`src/hw/snoop_reg_pkg.sv`:
```
// Register map, register data types and control and status bit positions
package snoop_reg_pkg;

  typedef logic [7:0]  reg_addr_t;
  typedef logic [31:0] reg_data_t;

  // --------------------
  // Register map
  // --------------------
  localparam reg_addr_t ADDR_CTRL      = 8'h00;
  localparam reg_addr_t ADDR_WATERMARK = 8'h04;
  localparam reg_addr_t ADDR_STATUS    = 8'h08;
  localparam reg_addr_t ADDR_TRIG_PC   = 8'h0C;
  localparam reg_addr_t ADDR_IRQ_CLR   = 8'h10;
  localparam reg_addr_t ADDR_POP       = 8'h14;
  localparam reg_addr_t ADDR_REC_BASE  = 8'h20;

  // Bit positions
  localparam int CTRL_SEL_BIT     = 0;
  localparam int CTRL_TRIG_EN_BIT = 1;
  localparam int STAT_OVF_BIT     = 8;
  localparam int STAT_TRIG_BIT    = 9;
  localparam int CLR_TRIG_BIT     = 0;
  localparam int CLR_OVF_BIT      = 1;

endpackage

```
`src/hw/cva6_trace_pkg.sv`:
```
// Trace field types, record layout and the packed record union
package cva6_trace_pkg;

  // Number of traced cores and their PC width
  localparam int NUM_CORES = 2;
  localparam int PC_WIDTH  = 64;

  // 32-bit words per captured record
  localparam int REC_WORDS = 7;

  typedef logic [1:0] priv_lvl_t;
  typedef logic [3:0] ctr_type_t;

  // --------------------
  // Record layout
  // --------------------

  // Field order matches the register window, pc_src_h is word 0
  typedef struct packed {
    logic [31:0] pc_src_h;
    logic [31:0] pc_src_l;
    logic [31:0] pc_dst_h;
    logic [31:0] pc_dst_l;
    logic [31:0] metadata;
    logic [31:0] opcode;
    logic [31:0] priv;
  } trace_fields_t;

  // Same record seen as named fields or as indexed words
  typedef union packed {
    trace_fields_t                    f;
    logic [0:REC_WORDS-1][31:0]       w;
  } trace_rec_u;

endpackage
```
`src/hw/trace_buf_if.sv`:
```
// Trace buffer interface with push, store and read modports
`timescale 1ns/1ns

interface trace_buf_if
  import cva6_trace_pkg::*;
#(
  parameter int DEPTH = 8
) ();

  localparam int CNT_W = $clog2(DEPTH + 1);

  // Push side, one record per strobe
  logic                 push;
  trace_rec_u           push_rec;

  // Read side
  logic                 pop;
  trace_rec_u           head_rec;
  logic [CNT_W-1:0]     count;
  logic                 overflow;

  modport wr    (output push, push_rec);
  modport store (input push, push_rec, pop, output head_rec, count, overflow);
  modport rd    (output pop, input head_rec, count, overflow);

endinterface

```
`src/hw/cfi_snooper_top.sv`:
```
// Top level of the trace snooper with plain trace and register ports
`timescale 1ns/1ns

module cfi_snooper_top
  import cva6_trace_pkg::*;
  import snoop_reg_pkg::*;
#(
  parameter int DEPTH = 8
) (
  input  logic                                clk_i,
  input  logic                                rst_n_i,
  // Per-core branch trace
  input  logic [NUM_CORES-1:0][PC_WIDTH-1:0]  src_pc_i,
  input  logic [NUM_CORES-1:0][PC_WIDTH-1:0]  dst_pc_i,
  input  ctr_type_t [NUM_CORES-1:0]           ctr_type_i,
  input  priv_lvl_t [NUM_CORES-1:0]           priv_lvl_i,
  input  logic [NUM_CORES-1:0][31:0]          instr_i,
  input  logic [NUM_CORES-1:0]                pc_valid_i,
  // Register port
  input  logic                                reg_req_i,
  input  logic                                reg_we_i,
  input  reg_addr_t                           reg_addr_i,
  input  reg_data_t                           reg_wdata_i,
  output reg_data_t                           reg_rdata_o,
  // Interrupts
  output logic                                watermark_irq_o,
  output logic                                trigger_irq_o
);

  logic      core_sel;
  logic      trig_en;
  reg_data_t trig_pc;
  logic      trig_hit;
  logic      ovf_clr;

  trace_buf_if #(.DEPTH(DEPTH)) buf_if ();

  cfi_trace_pack u_pack (
    .clk_i      (clk_i),
    .rst_n_i    (rst_n_i),
    .src_pc_i   (src_pc_i),
    .dst_pc_i   (dst_pc_i),
    .ctr_type_i (ctr_type_i),
    .priv_lvl_i (priv_lvl_i),
    .instr_i    (instr_i),
    .pc_valid_i (pc_valid_i),
    .core_sel_i (core_sel),
    .trig_en_i  (trig_en),
    .trig_pc_i  (trig_pc),
    .trig_hit_o (trig_hit),
    .buf_o      (buf_if.wr)
  );

  trace_fifo #(.DEPTH(DEPTH)) u_fifo (
    .clk_i     (clk_i),
    .rst_n_i   (rst_n_i),
    .ovf_clr_i (ovf_clr),
    .buf_i     (buf_if.store)
  );

  snoop_ctrl u_ctrl (
    .clk_i           (clk_i),
    .rst_n_i         (rst_n_i),
    .reg_req_i       (reg_req_i),
    .reg_we_i        (reg_we_i),
    .reg_addr_i      (reg_addr_i),
    .reg_wdata_i     (reg_wdata_i),
    .reg_rdata_o     (reg_rdata_o),
    .core_sel_o      (core_sel),
    .trig_en_o       (trig_en),
    .trig_pc_o       (trig_pc),
    .trig_hit_i      (trig_hit),
    .ovf_clr_o       (ovf_clr),
    .buf_i           (buf_if.rd),
    .watermark_irq_o (watermark_irq_o),
    .trigger_irq_o   (trigger_irq_o)
  );

endmodule

```
`src/hw/snoop_ctrl.sv`:
```
// Register file, record read window, pop strobe and the two interrupt outputs
`timescale 1ns/1ns

module snoop_ctrl
  import cva6_trace_pkg::*;
  import snoop_reg_pkg::*;
(
  input  logic        clk_i,
  input  logic        rst_n_i,
  input  logic        reg_req_i,
  input  logic        reg_we_i,
  input  reg_addr_t   reg_addr_i,
  input  reg_data_t   reg_wdata_i,
  output reg_data_t   reg_rdata_o,
  output logic        core_sel_o,
  output logic        trig_en_o,
  output reg_data_t   trig_pc_o,
  input  logic        trig_hit_i,
  output logic        ovf_clr_o,
  trace_buf_if.rd     buf_i,
  output logic        watermark_irq_o,
  output logic        trigger_irq_o
);

  logic        wr_en;
  logic        rd_en;
  logic        sel_q;
  logic        trig_en_q;
  reg_data_t   wm_q;
  reg_data_t   trig_pc_q;
  logic        trig_flag_q;
  logic        wm_irq_q;
  reg_data_t   rdata_q;
  reg_data_t   rd_word;
  reg_addr_t   rec_off;
  logic        in_rec;
  logic        clr_hit;

  assign wr_en   = reg_req_i && reg_we_i;
  assign rd_en   = reg_req_i && !reg_we_i;
  assign clr_hit = wr_en && (reg_addr_i == ADDR_IRQ_CLR);

  // --------------------
  // Write decode
  // --------------------
  always_ff @(posedge clk_i) begin
    if (!rst_n_i) begin
      sel_q     <= 1'b0;
      trig_en_q <= 1'b0;
      wm_q      <= '0;
      trig_pc_q <= '0;
    end else if (wr_en) begin
      case (reg_addr_i)
        ADDR_CTRL: begin
          sel_q     <= reg_wdata_i[CTRL_SEL_BIT];
          trig_en_q <= reg_wdata_i[CTRL_TRIG_EN_BIT];
        end
        ADDR_WATERMARK: wm_q      <= reg_wdata_i;
        ADDR_TRIG_PC:   trig_pc_q <= reg_wdata_i;
        default: ;
      endcase
    end
  end

  // Pop and overflow clear act at the edge that samples the write
  assign buf_i.pop = wr_en && (reg_addr_i == ADDR_POP);
  assign ovf_clr_o = clr_hit && reg_wdata_i[CLR_OVF_BIT];

  // --------------------
  // Read path
  // --------------------
  assign rec_off = reg_addr_i - ADDR_REC_BASE;
  assign in_rec  = (reg_addr_i >= ADDR_REC_BASE) && (rec_off[7:2] < 6'(REC_WORDS));

  always_comb begin
    rd_word = '0;
    case (reg_addr_i)
      ADDR_CTRL: begin
        rd_word[CTRL_SEL_BIT]     = sel_q;
        rd_word[CTRL_TRIG_EN_BIT] = trig_en_q;
      end
      ADDR_WATERMARK: rd_word = wm_q;
      ADDR_STATUS: begin
        rd_word[7:0]          = 8'(buf_i.count);
        rd_word[STAT_OVF_BIT]  = buf_i.overflow;
        rd_word[STAT_TRIG_BIT] = trig_flag_q;
      end
      ADDR_TRIG_PC: rd_word = trig_pc_q;
      default: begin
        // Head record seen word by word
        if (in_rec) begin
          rd_word = buf_i.head_rec.w[rec_off[4:2]];
        end
      end
    endcase
  end

  always_ff @(posedge clk_i) begin
    if (!rst_n_i) begin
      rdata_q <= '0;
    end else if (rd_en) begin
      rdata_q <= rd_word;
    end
  end

  // --------------------
  // Interrupts
  // --------------------
  always_ff @(posedge clk_i) begin
    if (!rst_n_i) begin
      trig_flag_q <= 1'b0;
      wm_irq_q    <= 1'b0;
    end else begin
      if (trig_hit_i) begin
        trig_flag_q <= 1'b1;
      end else if (clr_hit && reg_wdata_i[CLR_TRIG_BIT]) begin
        trig_flag_q <= 1'b0;
      end
      wm_irq_q <= (wm_q != '0) && (32'(buf_i.count) >= wm_q);
    end
  end

  assign reg_rdata_o     = rdata_q;
  assign core_sel_o      = sel_q;
  assign trig_en_o       = trig_en_q;
  assign trig_pc_o       = trig_pc_q;
  assign watermark_irq_o = wm_irq_q;
  assign trigger_irq_o   = trig_flag_q;

  a_pop_not_empty: assert property (@(posedge clk_i) disable iff (!rst_n_i)
    (wr_en && reg_addr_i == ADDR_POP) |-> (buf_i.count != '0));

endmodule

```
`src/hw/trace_fifo.sv`:
```
// Ring buffer of trace records with fill count and sticky overflow flag
`timescale 1ns/1ns

module trace_fifo
  import cva6_trace_pkg::*;
#(
  parameter int DEPTH = 8
) (
  input  logic          clk_i,
  input  logic          rst_n_i,
  input  logic          ovf_clr_i,
  trace_buf_if.store    buf_i
);

  localparam int PTR_W = $clog2(DEPTH);
  localparam int CNT_W = $clog2(DEPTH + 1);

  trace_rec_u         mem [DEPTH];
  logic [PTR_W-1:0]   wr_ptr;
  logic [PTR_W-1:0]   rd_ptr;
  logic [CNT_W-1:0]   count_q;
  logic               ovf_q;
  logic               full;
  logic               do_push;
  logic               do_pop;

  assign full    = (count_q == CNT_W'(DEPTH));
  assign do_pop  = buf_i.pop && (count_q != '0);
  // Full buffer still accepts a push when the head leaves in the same cycle
  assign do_push = buf_i.push && (!full || do_pop);

  // --------------------
  // Pointers and count
  // --------------------
  always_ff @(posedge clk_i) begin
    if (!rst_n_i) begin
      wr_ptr  <= '0;
      rd_ptr  <= '0;
      count_q <= '0;
    end else begin
      if (do_push) begin
        wr_ptr <= wr_ptr + 1'b1;
      end
      if (do_pop) begin
        rd_ptr <= rd_ptr + 1'b1;
      end
      case ({do_push, do_pop})
        2'b10:   count_q <= count_q + 1'b1;
        2'b01:   count_q <= count_q - 1'b1;
        default: count_q <= count_q;
      endcase
    end
  end

  // Sticky until cleared, a new drop wins over a clear
  always_ff @(posedge clk_i) begin
    if (!rst_n_i) begin
      ovf_q <= 1'b0;
    end else if (buf_i.push && !do_push) begin
      ovf_q <= 1'b1;
    end else if (ovf_clr_i) begin
      ovf_q <= 1'b0;
    end
  end

  // Record storage
  always_ff @(posedge clk_i) begin
    if (do_push) begin
      mem[wr_ptr] <= buf_i.push_rec;
    end
  end

  assign buf_i.head_rec = mem[rd_ptr];
  assign buf_i.count    = count_q;
  assign buf_i.overflow = ovf_q;

  a_no_pop_empty: assert property (@(posedge clk_i) disable iff (!rst_n_i)
    buf_i.pop |-> (count_q != '0));

  a_count_bound: assert property (@(posedge clk_i) disable iff (!rst_n_i)
    count_q <= CNT_W'(DEPTH));

endmodule

```
`src/hw/cfi_trace_pack.sv`:
```
// Core selection, PC splitting, trigger match and the capture register
`timescale 1ns/1ns

module cfi_trace_pack
  import cva6_trace_pkg::*;
  import snoop_reg_pkg::*;
(
  input  logic                                clk_i,
  input  logic                                rst_n_i,
  input  logic [NUM_CORES-1:0][PC_WIDTH-1:0]  src_pc_i,
  input  logic [NUM_CORES-1:0][PC_WIDTH-1:0]  dst_pc_i,
  input  ctr_type_t [NUM_CORES-1:0]           ctr_type_i,
  input  priv_lvl_t [NUM_CORES-1:0]           priv_lvl_i,
  input  logic [NUM_CORES-1:0][31:0]          instr_i,
  input  logic [NUM_CORES-1:0]                pc_valid_i,
  input  logic                                core_sel_i,
  input  logic                                trig_en_i,
  input  reg_data_t                           trig_pc_i,
  output logic                                trig_hit_o,
  trace_buf_if.wr                             buf_o
);

  trace_rec_u rec_d;
  trace_rec_u rec_q;
  logic       sel_valid;
  logic       push_q;
  logic       hit_q;

  assign sel_valid = pc_valid_i[core_sel_i];

  // Split PCs into high and low words, top bit and bit 0 cleared
  always_comb begin
    rec_d            = '0;
    rec_d.f.pc_src_h = {1'b0, src_pc_i[core_sel_i][62:32]};
    rec_d.f.pc_src_l = {src_pc_i[core_sel_i][31:1], 1'b0};
    rec_d.f.pc_dst_h = {1'b0, dst_pc_i[core_sel_i][62:32]};
    rec_d.f.pc_dst_l = {dst_pc_i[core_sel_i][31:1], 1'b0};
    rec_d.f.metadata = 32'(ctr_type_i[core_sel_i]);
    rec_d.f.opcode   = instr_i[core_sel_i];
    rec_d.f.priv     = 32'(priv_lvl_i[core_sel_i]);
  end

  // --------------------
  // Capture stage
  // --------------------
  always_ff @(posedge clk_i) begin
    if (!rst_n_i) begin
      push_q <= 1'b0;
      hit_q  <= 1'b0;
    end else begin
      push_q <= sel_valid;
      hit_q  <= sel_valid && trig_en_i && (rec_d.f.pc_dst_l == trig_pc_i);
    end
  end

  always_ff @(posedge clk_i) begin
    if (sel_valid) begin
      rec_q <= rec_d;
    end
  end

  assign buf_o.push     = push_q;
  assign buf_o.push_rec = rec_q;
  assign trig_hit_o     = hit_q;

  // A trigger hit always comes with a record going into the buffer
  a_hit_with_push: assert property (@(posedge clk_i) disable iff (!rst_n_i)
    trig_hit_o |-> buf_o.push);

endmodule

```
`config.mk`:
```
export PLATFORM = sky130hd
export DESIGN_NAME = cfi_snooper_top
export DESIGN_NICKNAME = d
export VERILOG_FILES = /design/src/hw/snoop_reg_pkg.sv /design/src/hw/cva6_trace_pkg.sv /design/src/hw/trace_buf_if.sv /design/src/hw/cfi_snooper_top.sv /design/src/hw/snoop_ctrl.sv /design/src/hw/trace_fifo.sv /design/src/hw/cfi_trace_pack.sv
export SDC_FILE = /design/constraint.sdc
export NUM_CORES = 2
export LEC_CHECK = 0
export ABC_AREA = 1
export ABC_CLOCK_PERIOD_IN_PS = 25300
export BUFFER_PORTS_ARGS = -buffer_cell sky130_fd_sc_hd__buf_2
export CAP_MARGIN = 40
export CORE_AREA = 2 2 463 350
export DETAILED_ROUTE_END_ITERATION = 12
export DIE_AREA = 0 0 465 352
export MAX_ROUTING_LAYER = met4
export PLACE_DENSITY = 0.62
export SETUP_SLACK_MARGIN = 0.02
export SLEW_MARGIN = 10
export SYNTH_ARGS = -nofsm -noshare
export SYNTH_HDL_FRONTEND = slang
export SYNTH_SLANG_ARGS = --single-unit
```
`constraint.sdc`:
```
create_clock -name clk_i -period 25.3 [get_ports clk_i]
set_input_delay 1.265 -clock clk_i [delete_from_list [all_inputs] [get_ports clk_i]]
set_output_delay 1.265 -clock clk_i [all_outputs]
set_load 0.02 [all_outputs]
```
# == After elaboration in Yosys (flattened, before gate mapping) ==
# Memory sizes are Yosys's and may differ from the RTL's. A register that Yosys moved wholly into a read port is not among the register bits.
# Cells that the tools add are included.
# word_totals
reg_bits,275
mem_bits_rw,1296
inputBits,378
output_inout_bits,34
elab_cells,90
memories,1
# classes
n_addsub,5
n_lt_le_gt_ge,5
n_eq_ne,9
muxes,28
n_bitwise,1
reduce_logical,27
# memory_table
memory,depth,word_bits,read_ports,rd_clocked_by_memory_dff,write_ports,line_no,source
u_fifo.mem,8,162,1,1,1,trace_fifo.sv:18,trace_rec_u mem [DEPTH];
# ops
op,n
63-bit two-way mux,4
32-bit two-way mux,5
32-bit binary-select mux with 3-bit select,1
22-bit case mux with 3 select lines,1
32-bit == test,1
4-bit by 32-bit greater-or-equal comparator with 1-bit output,1
8-bit case mux with 4 select lines,1
32-bit nonzero test,1
"8-bit by 4-bit == test with 1-bit output, second input constant",2
"8-bit by 5-bit == test with 1-bit output, second input constant",2
1-bit logical AND,13
"8-bit by 3-bit == test with 1-bit output, second input constant",1
"8-bit by 6-bit greater-or-equal comparator with 1-bit output, second input constant",1
8-bit zero test,1
1-bit two-way mux,8
4-bit two-way mux,2
2-bit case mux with 4 select lines,1
4-bit case mux with 2 select lines,1
"8-bit by 6-bit subtractor with 8-bit output, second input constant",1
"3-bit by 1-bit adder with 3-bit output, second input constant",2
"6-bit by 3-bit < comparator with 1-bit output, second input constant",1
3-bit two-way mux,2
2-bit AND reduction,3
2-bit nonzero test,3
13 further kinds,16

# == Logic depth before layout (Yosys ltp) ==
# depth
word_depth,8
ltp_mapped,16

# == Cells and area by module ==
# A second synthesis with hierarchy kept.
# hier_totals
cells_unflattened,7213
area_unflattened_um2,84753.8
# modules_own_cells
mod,n_inst,cells_per_inst,area_per_inst_um2
trace_fifo,1,5160,70010.9
cfi_trace_pack,1,920,8079.0
snoop_ctrl,1,1133,6663.9

# == Worst setup path before layout ==
# Ideal clock, no wire load.
# synth_timing
path_type,input to register
from,input reg_addr_i[4]
to,memory u_fifo.mem[0][0] (netlist bit) (enable)
t_arrival_ps,9002
required_time_ps,24614
path_slack_ps,15612
cell_stages,9
path_cell_list,buf_4 -> inv_4 -> nor2_1 -> nand3_1 -> nor3_2 -> o21ai_1 -> inv_1 -> nand2_1 -> nor2_1
# synth_between
elab_chain_cells,7
# synth_rtl
element,line_no,source
"start, declared",cfi_snooper_top.sv:22,"input reg_addr_t reg_addr_i,"
8-bit by 5-bit == test with 1-bit output,snoop_ctrl.sv:66,assign buf_i.pop = wr_en && (reg_addr_i == ADDR_POP);
1-bit logical AND,snoop_ctrl.sv:66,
1-bit logical AND,trace_fifo.sv:28,assign do_pop = buf_i.pop && (count_q != '0);
1-bit logical OR,trace_fifo.sv:30,assign do_push = buf_i.push && (!full || do_pop);
1-bit logical AND,trace_fifo.sv:30,
1-bit two-way mux,trace_fifo.sv:68,if (do_push) begin
1-bit two-way mux (not written as such),trace_fifo.sv:69,mem[wr_ptr] <= buf_i.push_rec;
"end, declared",trace_fifo.sv:18,
# Every way passes these cells.

# == Final worst setup path ==
# layout_timing
from,input reg_addr_i[4]
to,memory u_fifo.mem[6][108] (netlist bit) (enable)
# The elaborated chain is that of the path after synthesis.

==> results.txt <==
DR vias/cell: 5.34
Synth top area share: 69.0%
Max-Slew Margin vs Limit: 31.1%
Clk_skew: 0.0352 ns
Fmax: 203 MHz
Power Density: 72.6 nW/um^2
Multi-input gate area: 15,400 um^2
Largest net degree at the start of global routing: 206
Vias in the first global route: 39,900
Cells after Synth: 5,452
Warnings, synthesis: 0
CTS clk-pin slew, worst paths: 0.06 ns
Crit-path cells: buf_2, buf_4, inv_4, nor2_1, nand3_1, nor3_2, o21ai_1, inv_1, nand2_1, nor2_4, buf_4, buf_4
Crit path launch type: input port
Total core area: 159,000 um^2
Die W: 465 um
Port bufs: 403
TritonCTS clock tree: built
All-Layer GR Usage: 22.3%
Slew Viols, Final: 0
Share of post-route cells with drive strength above 1: 12.5%
Tcrit/Tclk final: 19.4%
Fin crit period: 4.92 ns
Sink Count: 1,574
Leak: 26.1 nW
Library cells used by synthesis: 37
Post-Syn Nets: 5,840
CP most frequent cell: buf_4
FF-to-FF path depth: 11
DP HPWL: 107,000 um
IO Count: 412
Final hold violation count: 0
P_sw: 1.11 mW
Clock Tree Root: clkbuf_16
Worst-Skew Late Latency: 0.79 ns
Critical path depth in cells: 12
Maximum fanout along the worst path: 45
Critical path type: in -> reg
Top_reg_cell synth: edfxtp_1
Clk pwr share: 41.9%
DRT iter0 DRCs: 4,730
Worst R2R End: u_ctrl.reg_rdata_o[25]
CP Data Required Time: 25.70 ns
TNS Setup: 0 ns
Syn Area/Cell: 11.6 um^2
Postcts setup bufs: 0
Nets: 6,138
Slew @ Worst Pin: 1.03 ns
Die area: 164,000 um^2
Critical path buffer and inverter count: 6
Post-route ant nets: 0
Total Wirelength: 181,000 um
Hold-fix buffers, CTS: 0
H-tree depth: 4
P_int: 4.14 mW
RSZ-0062 raised after global routing: false
Cell family with most CP delay: buffers and inverters
Overflow after GRT: 0
R2r setup slk: 20.78 ns
Top area cells in the synthesized netlist: edfxtp_1 (69%), nand2_1 (9.7%), nand3_1 (7.3%), dfxtp_1 (3.7%), o21ai_0 (1.8%)
Drt drc: 0
Register share of total power: 54.9%
Post-synthesis cell area: 63,400 um^2
Final Setup Violations: 0
Worst Setup SP: reg_addr_i[4]
Clock Path Buffers: 3
FF/Latch Area: 46,100 um^2
Via count: 42,700
Post-CTS Resized: 0
CP max-delay cell: buf_4
Crit path DAT: 5.31 ns
Post-synth EDFFs: 1,458
Worst path max stage delay: 0.79 ns
Max-cap violation count: 0
Die height: 352 um
Starting Density: 39.9%
Hold Path Class: reg -> reg
Area delta synth->final: 14.2%
Std cell rows: 127
Sw Ratio: 21.1%
Seq/Total Area, Yosys: 72.7%
FFs w/ async S/R, synth: 0%
Logic pwr share: 3.2%
First-pass GRT wire length: 265,000 um
Yosys reg bits: 1,574
CP Capture Type: register
FILL cells: 14,300
Status: finished, final reports clean
Total CTS buffers: 152
Initial antenna violation count: 5
GPL Wtd Cong: 0.913
Worst IR Drop VDD: 0.0789 mV
CP endpoint: u_fifo.mem[6][108]
Pre-antenna DRT Iters: 5
Fin util: 45.5%
WL/cell: 22.6 um
Hold wc startpoint: u_pack.trig_hit_o
Yosys top cell by area: edfxtp_1
metal layers:
metal	up-vias	global-route usage (%)	share of wire (%)	routed length, um
li1	19900	-	-	-
met5	-	-	0	0
met1	20700	30.5	43	77000
met2	1837	34.3	47	84500
met3	286	2.94	7.2	13100
met4	0	7.82	3.4	6110
kinds of logic (layout without fill, tap and decap cells):
| logic type | Yosys count | in the layout | synth area share, % |
|---|---|---|---|
| XOR/XNOR | 19 | 19 | 0.262 |
| buffers and inverters | 447 | 865 | 3.17 |
| AO/OA/AOI/OAI | 499 | 499 | 4.43 |
| other | 0 | 3 | 0 |
| adder cells (fa/ha/maj) | 10 | 10 | 0.209 |
| flip-flops | 1574 | 1574 | 72.7 |
| AND/OR/NAND/NOR | 2903 | 2903 | 19.2 |
synthesized netlist by cell type (all sizes together), types with 2 or more instances:
| library cell | count |
|---|---|
| nand2 | 1635 |
| edfxtp | 1458 |
| nand3 | 925 |
| nor2 | 291 |
| o21ai | 259 |
| buf | 217 |
| a21oi | 129 |
| clkbuf | 127 |
| dfxtp | 116 |
| inv | 103 |
| o211ai | 64 |
| nand4 | 40 |
| a221oi | 26 |
| xnor2 | 15 |
| ha | 9 |
| o22ai | 9 |
| nor3 | 6 |
| a22o | 4 |
| nor4 | 4 |
| xor2 | 4 |
| a211oi | 3 |
| nand3b | 2 |
| o21a | 2 |
worst min-delay path by stage:
stage,cells past startpoint,endpoint
detailed placement,2,u_ctrl.trigger_irq_o
global placement,1,u_fifo.buf_i.count[0]
global route,1,u_fifo.buf_i.count[0]
CTS,2,u_ctrl.trigger_irq_o
floorplan,2,u_ctrl.trigger_irq_o
finish,2,u_ctrl.trigger_irq_o
worst register-to-register path, stage by stage (launching register included):
cell and delay (ns):
dfxtp_4 0.76, buf_12 0.70, buf_12 0.70, buf_4 0.94, nand2_1 0.17, nand3_1 0.11, nand3_1 0.08, nand3_1 0.23
nand4_1 0.23, nand2_1 0.17, nand2_1 0.18, a21oi_1 0.18
flip-flops by register name (all words and copies together), names as in the netlist, 3 cells and up, named ones only:
signal                 flops
u_fifo.mem              1296
u_pack.buf_o.push_rec    162
u_ctrl.reg_rdata_o        32
u_ctrl.trig_pc_o          32
u_ctrl.wm_q               32
u_fifo.buf_i.count         4
u_fifo.rd_ptr              3
u_fifo.wr_ptr              3
through the flow:
step | instance area (um^2) | hold WS (ns) | instances | total power, mW | setup WS, ns
floorplan | 63400 | 0.415 | 5452 | 3.01 | 15.61
global placement | 67200 | 0.442 | 7704 | 3.10 | 19.03
detailed placement | 67600 | 0.456 | 7724 | 3.11 | 19.64
CTS | 72400 | 0.455 | 7998 | 5.29 | 20.49
global route | 72400 | 0.487 | 8001 | 5.41 | 20.18
finish | 72400 | 0.468 | 8001 | 5.26 | 20.38
cell type report:
type / instances / area share, %
diodes: 3 / 0.0104
clock buffers: 204 / 5.76
clock inverters: 70 / 0.790
inverters: 103 / 0.579
multi-input cells: 3431 / 21.2
flip-flops and latches: 1574 / 63.7
well taps: 2128 / 3.68
repair buffers: 488 / 4.23
power by group through the flow:
stage / Combinational (mW) / Clock, mW / Sequential [mW]
3_3_place_gp: 0.165 / 0 / 2.94
6_report: 0.170 / 2.20 / 2.88
4_1_cts: 0.171 / 2.24 / 2.88
2_1_floorplan: 0.0680 / 0 / 2.94
5_1_grt: 0.183 / 2.34 / 2.89
3_5_place_dp: 0.170 / 0 / 2.94
cell usage in the layout, fill, tap and decap left out, types with 5 or more instances in the layout:
cell	instances
nand2_1	1634
edfxtp_1	1458
nand3_1	925
buf_2	403
nor2_1	280
o21ai_0	234
clkbuf_16	157
a21oi_1	128
dfxtp_1	112
inv_1	93
o211ai_1	64
buf_4	59
nand4_1	40
clkbuf_1	40
clkinv_2	28
a221oi_1	26
o21ai_1	25
clkinv_1	20
xnor2_1	15
buf_12	15
buf_16	11
inv_6	10
nor2_4	10
o22ai_1	9
ha_1	9
bufinv_16	7
clkbuf_8	6
inv_2	5
No activity file was read; power rests on OpenSTA's default activity.
